**src/hdl/lora_edge_pkg.sv**
```systemverilog
package lora_edge_pkg;

    // ==============================
    // Data types
    // ==============================
    typedef logic [31:0] data_t;              // Bus and register word
    typedef logic [7:0]  gpio_t;              // GPIO pin vector
    typedef logic [15:0] crc_t;               // CRC-16 value

    // Register slot map, adr selects one of 16 word slots
    typedef enum logic [3:0] {
        SLOT_GPIO_OUT = 4'd0,                 // R/W GPIO output register
        SLOT_GPIO_IN  = 4'd1,                 // R synchronised GPIO input
        SLOT_CRC16    = 4'd2,                 // R/W CRC engine bridge
        SLOT_RTC      = 4'd10,                // R/W RTC seconds
        SLOT_TIMER    = 4'd12,                // R/W countdown timer
        SLOT_WDT      = 4'd13,                // R/W watchdog kick and remaining
        SLOT_SYSINFO  = 4'd15                 // R id/version, W soft reset key
    } slot_e;

    // ==============================
    // CRC-16/CCITT-FALSE
    // ==============================
    localparam crc_t CRC_POLY = 16'h1021;     // x^16 + x^12 + x^5 + 1
    localparam crc_t CRC_SEED = 16'hFFFF;     // Value after init
    localparam int unsigned CRC_INIT_BIT = 16; // Set in a CRC16 write means init

    // ==============================
    // Identity and reset values
    // ==============================
    // Bit 1 drives the radio reset pin, high keeps the radio running
    localparam gpio_t GPIO_RESET = 8'h02;

    localparam logic [7:0] CHIP_ID = 8'h01;   // LoRa edge node
    localparam logic [7:0] VERSION = 8'h10;   // Major 1, minor 0

    // Low byte of a SYSINFO write that starts a soft reset
    localparam logic [7:0] SOFT_RESET_KEY = 8'hA5;

    // Read value of every slot outside the map
    localparam data_t UNMAPPED_READ = 32'hFFFF_FFFF;

    // Cycles the core reset is held after watchdog expiry or soft reset
    localparam int unsigned RESET_HOLD = 32;

endpackage

```
**src/hdl/lora_edge_regs.sv**
```systemverilog
`timescale 1ns/1ps

module lora_edge_regs (
    input  logic                 clk,
    input  logic                 i_core_rst_n,
    // Wishbone classic slave
    input  logic                 i_wb_cyc,
    input  logic                 i_wb_stb,
    input  logic                 i_wb_we,
    input  lora_edge_pkg::slot_e i_wb_adr,
    input  lora_edge_pkg::data_t i_wb_dat,
    output lora_edge_pkg::data_t o_wb_dat,
    output logic                 o_wb_ack,
    // GPIO pins
    input  lora_edge_pkg::gpio_t i_gpio,
    output lora_edge_pkg::gpio_t o_gpio,
    // Peripheral status in
    input  lora_edge_pkg::data_t i_timer_count,
    input  lora_edge_pkg::data_t i_rtc_seconds,
    input  lora_edge_pkg::data_t i_wdt_remaining,
    input  lora_edge_pkg::crc_t  i_crc,
    input  logic                 i_crc_busy,
    // Write strobes out, one cycle each
    output logic                 o_timer_wr,
    output logic                 o_rtc_wr,
    output logic                 o_wdt_kick,
    output logic                 o_soft_reset,
    output logic                 o_crc_init,
    output logic                 o_crc_feed,
    output logic [7:0]           o_crc_byte,
    output lora_edge_pkg::data_t o_wr_data
);
    import lora_edge_pkg::*;

    logic  bus_live;     // Core out of reset for at least one cycle
    logic  req;          // Strobe seen and not yet acked
    logic  crc_stall;    // CRC16 write must wait for the engine
    logic  fire;         // Transaction accepted this cycle
    logic  wr_fire;      // Accepted write
    data_t rd_word;      // Read mux output
    gpio_t gpio_meta;    // First sync stage
    gpio_t gpio_sync;    // Second sync stage
    gpio_t gpio_out;

    // ==============================
    // Bus handshake
    // ==============================
    // Nothing is accepted until one clean cycle after the core reset lifts,
    // so a transaction pending across a reset hold simply stalls
    always_ff @(posedge clk) begin
        if (!i_core_rst_n) begin
            bus_live <= 1'b0;
        end else begin
            bus_live <= 1'b1;
        end
    end

    assign req       = i_wb_cyc && i_wb_stb && !o_wb_ack;
    assign crc_stall = i_wb_we && (i_wb_adr == SLOT_CRC16) && i_crc_busy; // Back-pressure
    assign fire      = req && bus_live && !crc_stall;
    assign wr_fire   = fire && i_wb_we;

    always_ff @(posedge clk) begin
        if (!i_core_rst_n) begin
            o_wb_ack <= 1'b0;
        end else begin
            o_wb_ack <= fire;                  // One ack per strobe, host drops stb after it
        end
    end

    // Read data captured in the accept cycle
    always_ff @(posedge clk) begin
        if (fire && !i_wb_we) begin
            o_wb_dat <= rd_word;
        end
    end

    // ==============================
    // Write strobes
    // ==============================
    assign o_timer_wr   = wr_fire && (i_wb_adr == SLOT_TIMER);
    assign o_rtc_wr     = wr_fire && (i_wb_adr == SLOT_RTC);
    assign o_wdt_kick   = wr_fire && (i_wb_adr == SLOT_WDT);
    assign o_soft_reset = wr_fire && (i_wb_adr == SLOT_SYSINFO)
                          && (i_wb_dat[7:0] == SOFT_RESET_KEY); // Key match only

    // Bit 16 selects init, otherwise the low byte is fed
    assign o_crc_init = wr_fire && (i_wb_adr == SLOT_CRC16) && i_wb_dat[CRC_INIT_BIT];
    assign o_crc_feed = wr_fire && (i_wb_adr == SLOT_CRC16) && !i_wb_dat[CRC_INIT_BIT];
    assign o_crc_byte = i_wb_dat[7:0];
    assign o_wr_data  = i_wb_dat;              // Shared payload for all strobes

    // ==============================
    // GPIO
    // ==============================
    always_ff @(posedge clk) begin
        if (!i_core_rst_n) begin
            gpio_out <= GPIO_RESET;            // Radio reset released
        end else if (wr_fire && (i_wb_adr == SLOT_GPIO_OUT)) begin
            gpio_out <= i_wb_dat[7:0];
        end
    end

    assign o_gpio = gpio_out;

    // Two-flop synchroniser, pins are asynchronous
    always_ff @(posedge clk) begin
        if (!i_core_rst_n) begin
            gpio_meta <= '0;
            gpio_sync <= '0;
        end else begin
            gpio_meta <= i_gpio;
            gpio_sync <= gpio_meta;
        end
    end

    // ==============================
    // Read mux
    // ==============================
    always_comb begin
        case (i_wb_adr)
            SLOT_GPIO_OUT: rd_word = {24'h0, gpio_out};
            SLOT_GPIO_IN:  rd_word = {24'h0, gpio_sync};
            SLOT_CRC16:    rd_word = {15'h0, i_crc_busy, i_crc};  // Busy above the CRC
            SLOT_RTC:      rd_word = i_rtc_seconds;
            SLOT_TIMER:    rd_word = i_timer_count;
            SLOT_WDT:      rd_word = i_wdt_remaining;
            SLOT_SYSINFO:  rd_word = {16'h0, CHIP_ID, VERSION};   // Upper half unused
            default:       rd_word = UNMAPPED_READ;
        endcase
    end

    // Ack only answers a live strobe
    a_ack_in_cycle: assert property (
        @(posedge clk) disable iff (!i_core_rst_n)
        o_wb_ack |-> (i_wb_cyc && i_wb_stb)
    );

endmodule

```
**src/hdl/lora_edge_timebase.sv**
```systemverilog
`timescale 1ns/1ps

module lora_edge_timebase #(
    parameter int unsigned CLK_PER_US = 25,       // Clock cycles per microsecond
    parameter int unsigned US_PER_SEC = 1000000   // Ticks per RTC second
) (
    input  logic                 clk,
    input  logic                 i_core_rst_n,
    input  logic                 i_timer_wr,
    input  logic                 i_rtc_wr,
    input  lora_edge_pkg::data_t i_wr_data,
    output logic                 o_tick_us,
    output lora_edge_pkg::data_t o_timer_count,
    output lora_edge_pkg::data_t o_rtc_seconds,
    output logic                 o_timer_irq
);
    import lora_edge_pkg::*;

    localparam int DIV_W = (CLK_PER_US > 1) ? $clog2(CLK_PER_US) : 1;
    localparam int SUB_W = (US_PER_SEC > 1) ? $clog2(US_PER_SEC) : 1;
    localparam logic [DIV_W-1:0] DIV_LAST = DIV_W'(CLK_PER_US - 1);
    localparam logic [SUB_W-1:0] SUB_LAST = SUB_W'(US_PER_SEC - 1);

    logic [DIV_W-1:0] us_div;     // Cycle count inside the microsecond
    logic [SUB_W-1:0] sub_sec;    // Ticks inside the second
    data_t            timer_q;
    data_t            rtc_q;
    logic             irq_q;

    // ==============================
    // Microsecond tick
    // ==============================
    assign o_tick_us = (us_div == DIV_LAST);  // High on the last cycle of each period

    always_ff @(posedge clk) begin
        if (!i_core_rst_n || o_tick_us) begin
            us_div <= '0;
        end else begin
            us_div <= us_div + 1'b1;
        end
    end

    // ==============================
    // Countdown timer
    // ==============================
    always_ff @(posedge clk) begin
        if (!i_core_rst_n) begin
            timer_q <= '0;
            irq_q   <= 1'b0;
        end else if (i_timer_wr) begin
            timer_q <= i_wr_data;              // Reload also clears the interrupt
            irq_q   <= 1'b0;
        end else if (o_tick_us && (timer_q != '0)) begin
            timer_q <= timer_q - 1'b1;
            if (timer_q == 32'd1) begin
                irq_q <= 1'b1;                 // Sticky until the next write
            end
        end
    end

    assign o_timer_count = timer_q;
    assign o_timer_irq   = irq_q;

    // ==============================
    // RTC seconds
    // ==============================
    always_ff @(posedge clk) begin
        if (!i_core_rst_n) begin
            rtc_q   <= '0;
            sub_sec <= '0;
        end else if (i_rtc_wr) begin
            rtc_q   <= i_wr_data;
            sub_sec <= '0;                     // New second starts at the write
        end else if (o_tick_us) begin
            if (sub_sec == SUB_LAST) begin
                sub_sec <= '0;
                rtc_q   <= rtc_q + 1'b1;
            end else begin
                sub_sec <= sub_sec + 1'b1;
            end
        end
    end

    assign o_rtc_seconds = rtc_q;

    // The watchdog and timer count one step per tick
    a_tick_single: assert property (
        @(posedge clk) disable iff (!i_core_rst_n)
        o_tick_us |=> !o_tick_us
    );

endmodule

```
**src/hdl/lora_edge_reset_ctrl.sv**
```systemverilog
`timescale 1ns/1ps

module lora_edge_reset_ctrl (
    input  logic                 clk,
    input  logic                 rst_reg_n,
    input  logic                 i_tick_us,
    input  logic                 i_wdt_kick,
    input  logic                 i_soft_reset,
    input  lora_edge_pkg::data_t i_wr_data,
    output lora_edge_pkg::data_t o_wdt_remaining,
    output logic                 o_core_rst_n
);
    import lora_edge_pkg::*;

    localparam int HOLD_W = $clog2(RESET_HOLD + 1);
    localparam logic [HOLD_W-1:0] HOLD_LOAD = HOLD_W'(RESET_HOLD);

    data_t             wdt_q;        // Microseconds left, 0 means disabled
    logic              wdt_expire;
    logic              trigger;
    logic [HOLD_W-1:0] hold_cnt;
    logic              core_rst_q;

    // ==============================
    // Watchdog
    // ==============================
    // A kick in the same cycle as the final tick wins over expiry
    assign wdt_expire = i_tick_us && (wdt_q == 32'd1) && !i_wdt_kick;

    always_ff @(posedge clk) begin
        if (!core_rst_q) begin
            wdt_q <= '0;                       // Disabled out of any reset
        end else if (i_wdt_kick) begin
            wdt_q <= i_wr_data;
        end else if (i_tick_us && (wdt_q != '0)) begin
            wdt_q <= wdt_q - 1'b1;
        end
    end

    assign o_wdt_remaining = wdt_q;

    // ==============================
    // Reset hold
    // ==============================
    assign trigger = wdt_expire || i_soft_reset;

    always_ff @(posedge clk) begin
        if (!rst_reg_n) begin
            hold_cnt <= '0;
        end else if (trigger) begin
            hold_cnt <= HOLD_LOAD;             // Retrigger restarts the full hold
        end else if (hold_cnt != '0) begin
            hold_cnt <= hold_cnt - 1'b1;
        end
    end

    // Released one cycle after the hold count reaches zero
    always_ff @(posedge clk) begin
        if (!rst_reg_n) begin
            core_rst_q <= 1'b0;
        end else begin
            core_rst_q <= (hold_cnt == '0);
        end
    end

    assign o_core_rst_n = core_rst_q;

    a_hold_bounded: assert property (
        @(posedge clk) disable iff (!rst_reg_n)
        hold_cnt <= HOLD_LOAD
    );

endmodule

```
**src/hdl/crc16_engine.sv**
```systemverilog
`timescale 1ns/1ps

module crc16_engine (
    input  logic                clk,
    input  logic                i_core_rst_n,
    input  logic                i_init,
    input  logic                i_feed,
    input  logic [7:0]          i_byte,
    output lora_edge_pkg::crc_t o_crc,
    output logic                o_busy
);
    import lora_edge_pkg::*;

    crc_t       crc_q;
    logic [7:0] shift_q;      // Byte being shifted in, MSB first
    logic [3:0] bits_left;    // 8 down to 0
    logic       fb;           // Feedback bit

    assign fb     = crc_q[15] ^ shift_q[7];
    assign o_busy = (bits_left != 4'd0);
    assign o_crc  = crc_q;

    // ==============================
    // Bit-serial update
    // ==============================
    always_ff @(posedge clk) begin
        if (!i_core_rst_n) begin
            crc_q     <= CRC_SEED;
            bits_left <= 4'd0;
        end else if (i_init) begin
            crc_q     <= CRC_SEED;
            bits_left <= 4'd0;                 // Init also abandons a byte in flight
        end else if (i_feed) begin
            bits_left <= 4'd8;
        end else if (o_busy) begin
            crc_q     <= {crc_q[14:0], 1'b0} ^ (fb ? CRC_POLY : 16'h0000);
            bits_left <= bits_left - 1'b1;
        end
    end

    // Byte latch
    always_ff @(posedge clk) begin
        if (i_feed) begin
            shift_q <= i_byte;
        end else if (o_busy) begin
            shift_q <= {shift_q[6:0], 1'b0};
        end
    end

    // Register bridge withholds ack on CRC16 writes while busy
    a_no_feed_busy: assert property (
        @(posedge clk) disable iff (!i_core_rst_n)
        i_feed |-> !o_busy
    );

endmodule

```
**src/hdl/lora_edge_top.sv**
```systemverilog
`timescale 1ns/1ps

module lora_edge_top #(
    parameter int unsigned CLK_PER_US = 25,
    parameter int unsigned US_PER_SEC = 1000000
) (
    input  logic                 clk,
    input  logic                 rst_reg_n,
    input  logic                 i_wb_cyc,
    input  logic                 i_wb_stb,
    input  logic                 i_wb_we,
    input  lora_edge_pkg::slot_e i_wb_adr,
    input  lora_edge_pkg::data_t i_wb_dat,
    input  lora_edge_pkg::gpio_t i_gpio,
    output lora_edge_pkg::data_t o_wb_dat,
    output logic                 o_wb_ack,
    output lora_edge_pkg::gpio_t o_gpio,
    output logic                 o_timer_irq
);
    import lora_edge_pkg::*;

    // ==============================
    // Internal nets
    // ==============================
    logic       core_rst_n;     // From reset controller, resets the rest
    data_t      wr_data;        // Write payload shared by the strobes
    logic       timer_wr;
    logic       rtc_wr;
    logic       wdt_kick;
    logic       soft_reset;
    logic       crc_init;
    logic       crc_feed;
    logic [7:0] crc_byte;
    logic       tick_us;
    data_t      timer_count;
    data_t      rtc_seconds;
    data_t      wdt_remaining;
    crc_t       crc;
    logic       crc_busy;

    lora_edge_regs u_regs (
        .clk             (clk),
        .i_core_rst_n    (core_rst_n),
        .i_wb_cyc        (i_wb_cyc),
        .i_wb_stb        (i_wb_stb),
        .i_wb_we         (i_wb_we),
        .i_wb_adr        (i_wb_adr),
        .i_wb_dat        (i_wb_dat),
        .o_wb_dat        (o_wb_dat),
        .o_wb_ack        (o_wb_ack),
        .i_gpio          (i_gpio),
        .o_gpio          (o_gpio),
        .i_timer_count   (timer_count),
        .i_rtc_seconds   (rtc_seconds),
        .i_wdt_remaining (wdt_remaining),
        .i_crc           (crc),
        .i_crc_busy      (crc_busy),
        .o_timer_wr      (timer_wr),
        .o_rtc_wr        (rtc_wr),
        .o_wdt_kick      (wdt_kick),
        .o_soft_reset    (soft_reset),
        .o_crc_init      (crc_init),
        .o_crc_feed      (crc_feed),
        .o_crc_byte      (crc_byte),
        .o_wr_data       (wr_data)
    );

    lora_edge_timebase #(
        .CLK_PER_US (CLK_PER_US),
        .US_PER_SEC (US_PER_SEC)
    ) u_timebase (
        .clk           (clk),
        .i_core_rst_n  (core_rst_n),
        .i_timer_wr    (timer_wr),
        .i_rtc_wr      (rtc_wr),
        .i_wr_data     (wr_data),
        .o_tick_us     (tick_us),
        .o_timer_count (timer_count),
        .o_rtc_seconds (rtc_seconds),
        .o_timer_irq   (o_timer_irq)
    );

    // Only block on the external reset, holds the others in reset
    lora_edge_reset_ctrl u_reset_ctrl (
        .clk             (clk),
        .rst_reg_n       (rst_reg_n),
        .i_tick_us       (tick_us),
        .i_wdt_kick      (wdt_kick),
        .i_soft_reset    (soft_reset),
        .i_wr_data       (wr_data),
        .o_wdt_remaining (wdt_remaining),
        .o_core_rst_n    (core_rst_n)
    );

    crc16_engine u_crc16 (
        .clk          (clk),
        .i_core_rst_n (core_rst_n),
        .i_init       (crc_init),
        .i_feed       (crc_feed),
        .i_byte       (crc_byte),
        .o_crc        (crc),
        .o_busy       (crc_busy)
    );

endmodule

```
**config.mk**
```make
export PLATFORM = sky130hd
export DESIGN_NAME = lora_edge_top
export DESIGN_NICKNAME = d
export VERILOG_FILES = /design/src/hdl/lora_edge_pkg.sv /design/src/hdl/lora_edge_regs.sv /design/src/hdl/lora_edge_timebase.sv /design/src/hdl/lora_edge_reset_ctrl.sv /design/src/hdl/crc16_engine.sv /design/src/hdl/lora_edge_top.sv
export SDC_FILE = /design/constraint.sdc
export NUM_CORES = 1
export LEC_CHECK = 0
export ABC_CLOCK_PERIOD_IN_PS = 3200
export BUFFER_PORTS_ARGS = -buffer_cell sky130_fd_sc_hd__buf_4
export CORE_UTILIZATION = 60
export CTS_BUF_LIST = sky130_fd_sc_hd__clkbuf_4
export CTS_CLUSTER_DIAMETER = 40
export DETAILED_ROUTE_END_ITERATION = 8
export HOLD_SLACK_MARGIN = 0.02
export PLACE_DENSITY_LB_ADDON = 0.12
export SLEW_MARGIN = 30
export SYNTH_ARGS = -nofsm -noshare
export SYNTH_HDL_FRONTEND = slang
export SYNTH_HIERARCHICAL = 1
export SYNTH_SLANG_ARGS = --single-unit
```
**constraint.sdc**
```tcl
create_clock -name clk -period 3.2 [get_ports clk]
set_input_delay 0.48 -clock clk [delete_from_list [all_inputs] [get_ports clk]]
set_output_delay 0.48 -clock clk [all_outputs]
set_load 0.005 [all_outputs]
```
# Yosys cells after proc, flatten, opt, wreduce, memory -nomap -nowiden
# Index checks and enable logic that the tools add are counted.
# W data, S select, Z words.
[word_totals]
regBits = 215
inputBits = 49
elab_cells = 108
[op_classes]
addsub = 7
eq_ne = 11
n_mux = 17
bitwise = 5
n_reduce_logical = 49
[op_table]
columns = ["cell", "n"]
rows = [
  ["$mux W32", 7],
  ["$pmux W32 S7", 1],
  ["$eq A32 B1 Y1 const B", 2],
  ["$reduce_bool A32 Y1", 2],
  ["$sub A32 B1 Y32 const B", 2],
  ["$add A32 B1 Y32 const B", 1],
  ["$logic_and A1 B1 Y1", 21],
  ["$add A20 B1 Y20 const B", 1],
  ["$eq A20 B20 Y1 const B", 1],
  ["$mux W20", 1],
  ["$eq A4 B4 Y1 const B", 4],
  ["$mux W8", 2],
  ["$xor A16 B16 Y16", 1],
  ["$mux W13", 1],
  ["$mux W6", 2],
  ["$reduce_bool A2 Y1", 6],
  ["$eq A8 B8 Y1 const B", 1],
  ["$mux W4", 2],
  ["$reduce_or A2 Y1", 4],
  ["$logic_not A1 Y1", 6],
  ["$logic_not A6 Y1", 1],
  ["$reduce_and A2 Y1", 3],
  ["$reduce_bool A6 Y1", 1],
  ["$sub A6 B1 Y6 const B", 1],
  ["12 further kinds", 15],
]

# Longest topological paths before layout
# Gate-level depths: netlist of the first run.
[depth]
depth_word = 11
depth_mapped = 11
depth_no_buf = 9

# Modules after synthesis
# The synthesis of the first run kept the hierarchy.
[by_module_without_submodules]
columns = ["module", "n_inst", "cells_per_inst", "area_each_um2", "seq_area_each_um2"]
rows = [
  ["lora_edge_timebase", 1, 607, 4977.3, 1801.7],
  ["lora_edge_regs", 1, 352, 3379.5, 1481.4],
  ["lora_edge_reset_ctrl", 1, 293, 2329.7, 780.7],
  ["crc16_engine", 1, 112, 1173.6, 640.6],
]

# Least setup slack after synthesis of the first run
# No wires, ideal clock.
[synth_timing]
kind = "reg2reg"
start = "register u_timebase.us_div[0]"
end = "register u_reset_ctrl.hold_cnt[2]"
setup_ns = 0.138
arrival_time_ns = 2.700
path_slack_ns = 0.361
stages_incl_launch_ff = 12
path_buffers = 2
period_less_slack_ns = 2.839
cell_sequence = "dfxtp_1 > inv_1 > ha_1 > nand4b_1 > inv_1 > clkbuf_1 > clkbuf_1 > nor2b_1 > nand3_1 > or4_1 > nand3_1 > nor3_1"
[synth_via]
elab_chain_cells = 5
[synth_rtl]
columns = ["element", "line_no", "text"]
rows = [
  ["from (decl)", "lora_edge_timebase.sv:24", "logic [DIV_W-1:0] us_div;"],
  ["from (signal assigned)", "lora_edge_timebase.sv:39", "us_div <= us_div + 1'b1;"],
  ["$eq A5 B5 Y1", "lora_edge_timebase.sv:33", "assign o_tick_us = (us_div == DIV_LAST);"],
  ["net tick_us", "lora_edge_top.sv:34", "logic tick_us;"],
  ["$logic_and A1 B1 Y1 (2 in a row)", "lora_edge_reset_ctrl.sv:28", "assign wdt_expire = i_tick_us && (wdt_q == 32'd1) && !i_wdt_kick;"],
  ["$logic_or A1 B1 Y1", "lora_edge_reset_ctrl.sv:45", "assign trigger = wdt_expire || i_soft_reset;"],
  ["$reduce_or A2 Y1 (no line)", "-", ""],
  ["to (signal assigned)", "lora_edge_reset_ctrl.sv:53", "hold_cnt <= hold_cnt - 1'b1;"],
  ["to (decl)", "lora_edge_reset_ctrl.sv:21", "logic [HOLD_W-1:0] hold_cnt;"],
]
# The timed path passes the listed nets, and every way through them passes these cells.
# A chain may end at the register's enable or synchronous reset.

# Worst setup path in the final report of the first run
[layout_timing]
start = "register u_reset_ctrl.wdt_q[0], in the netlist u_reset_ctrl/o_wdt_remaining[0]"
end = "register u_reset_ctrl.wdt_q[31], in the netlist u_reset_ctrl/o_wdt_remaining[31]"
[layout_via]
elab_chain_cells = 3
[layout_rtl]
columns = ["element", "line_no", "text"]
rows = [
  ["from (decl)", "lora_edge_reset_ctrl.sv:18", "data_t wdt_q;"],
  ["from (signal assigned)", "lora_edge_reset_ctrl.sv:34", "wdt_q <= i_wr_data;"],
  ["from (signal assigned)", "lora_edge_reset_ctrl.sv:36", "wdt_q <= wdt_q - 1'b1;"],
  ["$sub A32 B1 Y32 / $reduce_bool A32 Y1 (equally long branches)", "lora_edge_reset_ctrl.sv:36, lora_edge_reset_ctrl.sv:35", ""],
  ["$mux W32 / $logic_and A1 B1 Y1 (equally long branches)", "lora_edge_reset_ctrl.sv:35", "end else if (i_tick_us && (wdt_q != '0)) begin"],
  ["$mux W32 / $reduce_bool A2 Y1 (equally long branches)", "-", ""],
]
# Parallel ways exist; a longest one is shown, timed or not. The select of a mux whose other input is x is not followed.

==> impl_metrics.env, run 1 <==
export IMPL_finalCriticalPeriod_ps=2860
export IMPL_post_cts_resized=0
export IMPL_hold_path_class="primary input to register"
export IMPL_drcViolationCount=0
export IMPL_portBuffers=90
export IMPL_die_area_um2=20300
export IMPL_cp_end_kind="register"
export IMPL_synthXorXnorAreaFrac=0.0347
export IMPL_die_w_um=143
export IMPL_mostFrequentLayoutCells="dfxtp_1, buf_4, o21ai_0"
export IMPL_htreeDepth=2
export IMPL_grt_pass1_wl_mm=56.0
export IMPL_clk_latency_ps=700
export IMPL_syn2layout_area_growth_pct=12.3
export IMPL_first_global_vias=10400
export IMPL_rsz0062_at_grt="no"
export IMPL_start_util=0.611
export IMPL_ys_ff_latch=215
export IMPL_status="completed"
export IMPL_layout_commonest_cell="dfxtp_1"
export IMPL_syn_nets=1424
export IMPL_yosys_area_share_adder=0.0116
export IMPL_drtIter0Drc=1330
export IMPL_overflow=0
export IMPL_required_ps=3810
export IMPL_io_pins=91
export IMPL_track_usage=0.358
export IMPL_vdd_ir_drop_worst_mv=0.280
export IMPL_regArea_um2=4710
export IMPL_synth_edf_count=40
export IMPL_yosysWarningCount=6
export IMPL_fin_crit_sh=0.892
export IMPL_clk_path_buf_depth=3
export IMPL_first_pass_iters=8
export IMPL_layout_drive_gt1_share=0.177
export IMPL_cp_start_kind="register"
export IMPL_antenna_found_initial=1
export IMPL_drv_cap=0
export IMPL_n_fill_cell=1641
export IMPL_path_clk_slew_ps=70
export IMPL_cts_tree="yes"
export IMPL_wl_per_cell_um=20.9
export IMPL_p_leak_uw=0.00475
export IMPL_worst_hold_slack_ps=55.8
export IMPL_finalSetupViolations=0
export IMPL_netlist_instances=1364
export IMPL_dpl_hpwl_mm=25.2
export IMPL_route_vias_total=11500
export IMPL_cts_root_buf="clkbuf_4"
export IMPL_syn_area_um2=11900
export IMPL_synth_flop_cell="dfxtp_1"
export IMPL_cts_sinks=215
export IMPL_num_rows=51
export IMPL_synthMuxAreaShare=0.0127
export IMPL_crit_path_start="u_reset_ctrl/o_wdt_remaining[0]"
export IMPL_report_final_hold_viol_count=0
export IMPL_place_congestion=0.966
export IMPL_skew_ps=26.6
export IMPL_die_h_um=143
export IMPL_r2r_start="u_reset_ctrl/o_wdt_remaining[0]"
export IMPL_cts_made_buffers=57
export IMPL_viasPerCell=6.61
export IMPL_final_setup_tns_ps=0
export IMPL_worst_slew_pin_slew_ps=822
export IMPL_totalWireLength_mm=36.4
export IMPL_max_clock_freq_mhz=350
export IMPL_arrival_ps=3470
export IMPL_grt_max_degree=67
export IMPL_post_route_util=0.686
export IMPL_crit_type="register to register"
export IMPL_p_per_area_nw_per_um2=485
export IMPL_synth_compound_area_share=0.222
export IMPL_slew_headroom=0.447
export IMPL_ys_types=82
export IMPL_async_reset_ff_frac=0
export IMPL_cp_max_fo=9
export IMPL_synthSimpleGateAreaFrac=0.251
export IMPL_core_region_area_um2=19400
export IMPL_synth_area_per_cell_um2=8.70
export IMPL_synth_top_family_by_area="simple AND/OR/NAND/NOR gates"
export IMPL_min_delay_start="rst_reg_n"
export IMPL_slew_violations=0
export IMPL_multi_input_area_um2=6330
export IMPL_ant_nets=0
export IMPL_finalNetCount=1486
export IMPL_yosysSeqAreaShare=0.397
-- cell usage after synthesis, drive strengths merged (23+ instances only) --
cell type / count / area [µm²]
clkbuf: 57 / 214
nand4: 26 / 169
o31ai: 30 / 230
nor4: 33 / 213
dfxtp: 175 / 3500
nand3: 76 / 380
inv: 30 / 113
a22oi: 37 / 278
or4: 42 / 323
or3: 35 / 224
and2: 23 / 144
o21ai: 113 / 566
edfxtp: 40 / 1200
a31oi: 50 / 319
nor2: 66 / 255
buf: 78 / 523
xnor2: 32 / 280
nor3: 32 / 171
a21oi: 40 / 200
nand2: 85 / 319
-- where the power goes --
part	total, µW	switching, µW	internal, µW
Sequential	3010	145	2870
Combinational	964	623	341
Clock	2480	1170	1310
-- worst paths after layout --
| check | to | slack (ps) | cells after the start |
|---|---|---|---|
| worst max-delay path | u_reset_ctrl/o_wdt_remaining[31] | 340 | 5 |
| worst min-delay path | u_reset_ctrl/o_core_rst_n | 60 | 3 |
| worst max register to register | u_reset_ctrl/o_wdt_remaining[31] | 340 | 5 |
| worst min register to register | u_regs/gpio_sync[6] | 440 | 1 |
-- sequential cells by signal (all words and copies together) (netlist names), 4 cells and up --
signal	cells
u_crc16/shift_q	8
u_regs/o_wb_dat	32
u_reset_ctrl/hold_cnt	6
u_timebase/us_div	5
u_reset_ctrl/o_wdt_remaining	32
u_regs/gpio_sync	8
u_timebase/sub_sec	20
u_regs/gpio_meta	8
u_timebase/o_rtc_seconds	32
u_regs/o_gpio	8
u_crc16/bits_left	4
u_timebase/o_timer_count	32
u_crc16/o_crc	16
-- metal layers --
metal  global-route usage  wire length [µm]  up-vias
li1                     -                 -     5340
met3               0.0935              4120       85
met4                0.140               982        0
met2                0.551             16300      649
met5                    0                 0        -
met1                0.478             15000     5417
-- cell type report --
class | count | area share
sequential | 215 | 0.354
antenna | 2 | 0.000376
clock buffer | 79 | 0.0445
clock inverter | 26 | 0.0119
timing repair buffer | 138 | 0.0804
tap | 265 | 0.0249
multi-input combinational | 984 | 0.476
inverter | 30 | 0.00846
-- cell families (layout without fill, tap and decap cells) --
logic type                 count (synthesis)  count (layout)
and+or+nand+nor                          521             521
AOI/OAI and AO/OA                        391             391
DFF                                      215             215
buffers and inverters                    165             273
xor gates and xnor gates                  47              47
muxes                                     14              14
adders and majority gates                 11              11
other                                      0               2
-- stage by stage --
step / instances / cell area [µm²] / setup slack [ps] / power [µW]
after CTS: 1737 / 13300 / 379 / 6470
after global placement: 1623 / 12500 / 472 / 3960
final: 1739 / 13300 / 344 / 6450
after floorplan: 1364 / 11900 / 361 / 3690
after detailed placement: 1623 / 12500 / 401 / 3990
after global routing: 1738 / 13300 / 198 / 6750
-- critical path: stages, from the launching register on --
cell     delay [ps]
dfxtp_1         380
or4_1           670
or4b_1          720
or3_4           420
or4_1           410
a31oi_1         170
-- repair_timing --
action,in CTS,in global routing
buffers inserted,0,0
hold buffers,9,0
endpoints found under the hold margin,9,0
Power figures use the tool's default switching activity.
==> run 2, diff against run 1 <==
- PLACE_DENSITY: unset -> 0.8
- PLACE_DENSITY_LB_ADDON: 0.12 -> unset
- RECOVER_POWER: unset -> 25
==> impl_metrics.env, run 2 (synthesis gave the netlist of run 1 again) <==
export IMPL_status="finished, violations left"
export IMPL_failed_checks="max-capacitance violations, max-slew violations"
export IMPL_num_rows=51
export IMPL_p_per_area_nw_per_um2=490
export IMPL_slew_headroom=-0.255
export IMPL_mostFrequentLayoutCells="dfxtp_1, buf_4, o21ai_0"
export IMPL_first_pass_iters=6
export IMPL_arrival_ps=3560
export IMPL_final_setup_tns_ps=0
export IMPL_finalNetCount=1486
export IMPL_drcViolationCount=0
export IMPL_post_cts_resized=0
export IMPL_first_global_vias=10100
export IMPL_regArea_um2=4710
export IMPL_grt_max_degree=45
export IMPL_wl_per_cell_um=20.9
export IMPL_layout_commonest_cell="dfxtp_1"
export IMPL_htreeDepth=2
export IMPL_clk_latency_ps=680
export IMPL_post_cts_buffers=0
export IMPL_rrSetupSlack_ps=210
export IMPL_cp_end_kind="register"
export IMPL_cp_max_fo=14
export IMPL_io_pins=91
export IMPL_grt_pass1_wl_mm=54.9
export IMPL_totalWireLength_mm=36.3
export IMPL_viasPerCell=6.68
export IMPL_required_ps=3770
export IMPL_slew_violations=73
export IMPL_ctsHoldBuffers=9
export IMPL_syn2layout_area_growth_pct=12.3
export IMPL_multi_input_area_um2=6320
export IMPL_drv_cap=2
export IMPL_r2r_end="u_timebase/o_rtc_seconds[26]"
export IMPL_vdd_ir_drop_worst_mv=0.391
export IMPL_overflow=0
export IMPL_die_w_um=143
export IMPL_drtIter0Drc=1589
export IMPL_fin_crit_sh=0.934
export IMPL_finalCriticalPeriod_ps=2990
export IMPL_rsz0062_at_grt="no"
export IMPL_route_vias_total=11600
export IMPL_p_leak_uw=0.00472
export IMPL_fin_cells=1739
export IMPL_cts_tree="yes"
export IMPL_critPathCapture="u_timebase/o_rtc_seconds[26]"
export IMPL_cts_root_buf="clkbuf_4"
export IMPL_die_area_um2=20300
export IMPL_n_fill_cell=1633
export IMPL_report_final_hold_viol_count=0
export IMPL_dpl_hpwl_mm=25.0
export IMPL_max_clock_freq_mhz=334
export IMPL_cts_sinks=215
export IMPL_core_region_area_um2=19400
export IMPL_ant_nets=0
export IMPL_cp_start_kind="register"
export IMPL_portBuffers=90
export IMPL_antenna_found_initial=1
export IMPL_die_h_um=143
export IMPL_track_usage=0.348
export IMPL_cts_made_buffers=58
export IMPL_start_util=0.611
export IMPL_worst_slew_pin_slew_ps=1880
export IMPL_hold_path_class="primary input to register"
export IMPL_slowest_delay_ps=650
export IMPL_place_congestion=0.940
export IMPL_crit_path_start="u_timebase/us_div[0]"
export IMPL_dp_cells=1622
export IMPL_critPathMostFrequentCell="inv_1"
export IMPL_finalSetupViolations=0
export IMPL_r2r_start="u_timebase/us_div[0]"
export IMPL_cp_cell_sequence="inv_1, ha_1, nand4b_1, inv_1, and3_1, nand3_1, or4_1, a31oi_1"
export IMPL_worst_path_max_delay_cell="or4_1"
export IMPL_rr_worst_depth=8
export IMPL_path_clk_slew_ps=60
export IMPL_skew_ps=45.9
export IMPL_crit_type="register to register"
export IMPL_layout_drive_gt1_share=0.172
export IMPL_clk_path_buf_depth=3
run 2: how the worst min path moves through the flow:
stage | startpoint | endpoint | slack [ps] | depth (start not counted)
floorplan | u_regs/gpio_meta[0] | u_regs/gpio_sync[0] | 410 | 1
global placement | u_regs/gpio_meta[0] | u_regs/gpio_sync[0] | 410 | 1
detailed placement | u_regs/gpio_meta[2] | u_regs/gpio_sync[2] | 420 | 1
CTS | rst_reg_n | u_reset_ctrl/hold_cnt[5] | 50 | 3
global route | rst_reg_n | u_reset_ctrl/o_core_rst_n | 80 | 3
finish | rst_reg_n | u_reset_ctrl/o_core_rst_n | 80 | 3
run 2: cell type report:
cell class	count	area share
inverter	30	0.00845
clock buffer	82	0.0462
sequential	215	0.354
multi-input combinational	984	0.475
tap	265	0.0249
antenna	1	0.000188
clock inverter	25	0.0116
timing repair buffer	137	0.0806
run 2: layer usage:
layer / up-vias / global-route usage / share of wire
met5: - / 0 / 0
met4: 0 / 0.113 / 0.025
met3: 83 / 0.0804 / 0.11
met2: 706 / 0.544 / 0.45
met1: 5495 / 0.474 / 0.41
li1: 5334 / - / -
run 2: critical path, delay by kind of cell, from the launching register on:
family          cells  cell delay (ps)
simple gates        4             1780
buf+inv             2              450
compound gates      1              170
fa+ha+maj           1              160
flops               1              330
run 2: power by group:
group,switching [µW],internal [µW]
sequential,115,2870
combinational,658,336
clock,1190,1350
total,1970,4550
run 2: metrics by stage:
stage / power [µW] / setup slack [ps] / util / cell area, µm² / hold slack [ps]
2_1_floorplan: 3690 / 361 / - / 11900 / 412
3_5_place_dp: 3990 / 326 / 0.644 / 12500 / 419
6_report: 6520 / 210 / 0.687 / 13300 / 81.5
4_1_cts: 6530 / 287 / 0.688 / 13300 / 50.8
5_1_grt: 6810 / 66.0 / 0.687 / 13300 / 79.4
3_3_place_gp: 3970 / 440 / 0.644 / 12500 / 413
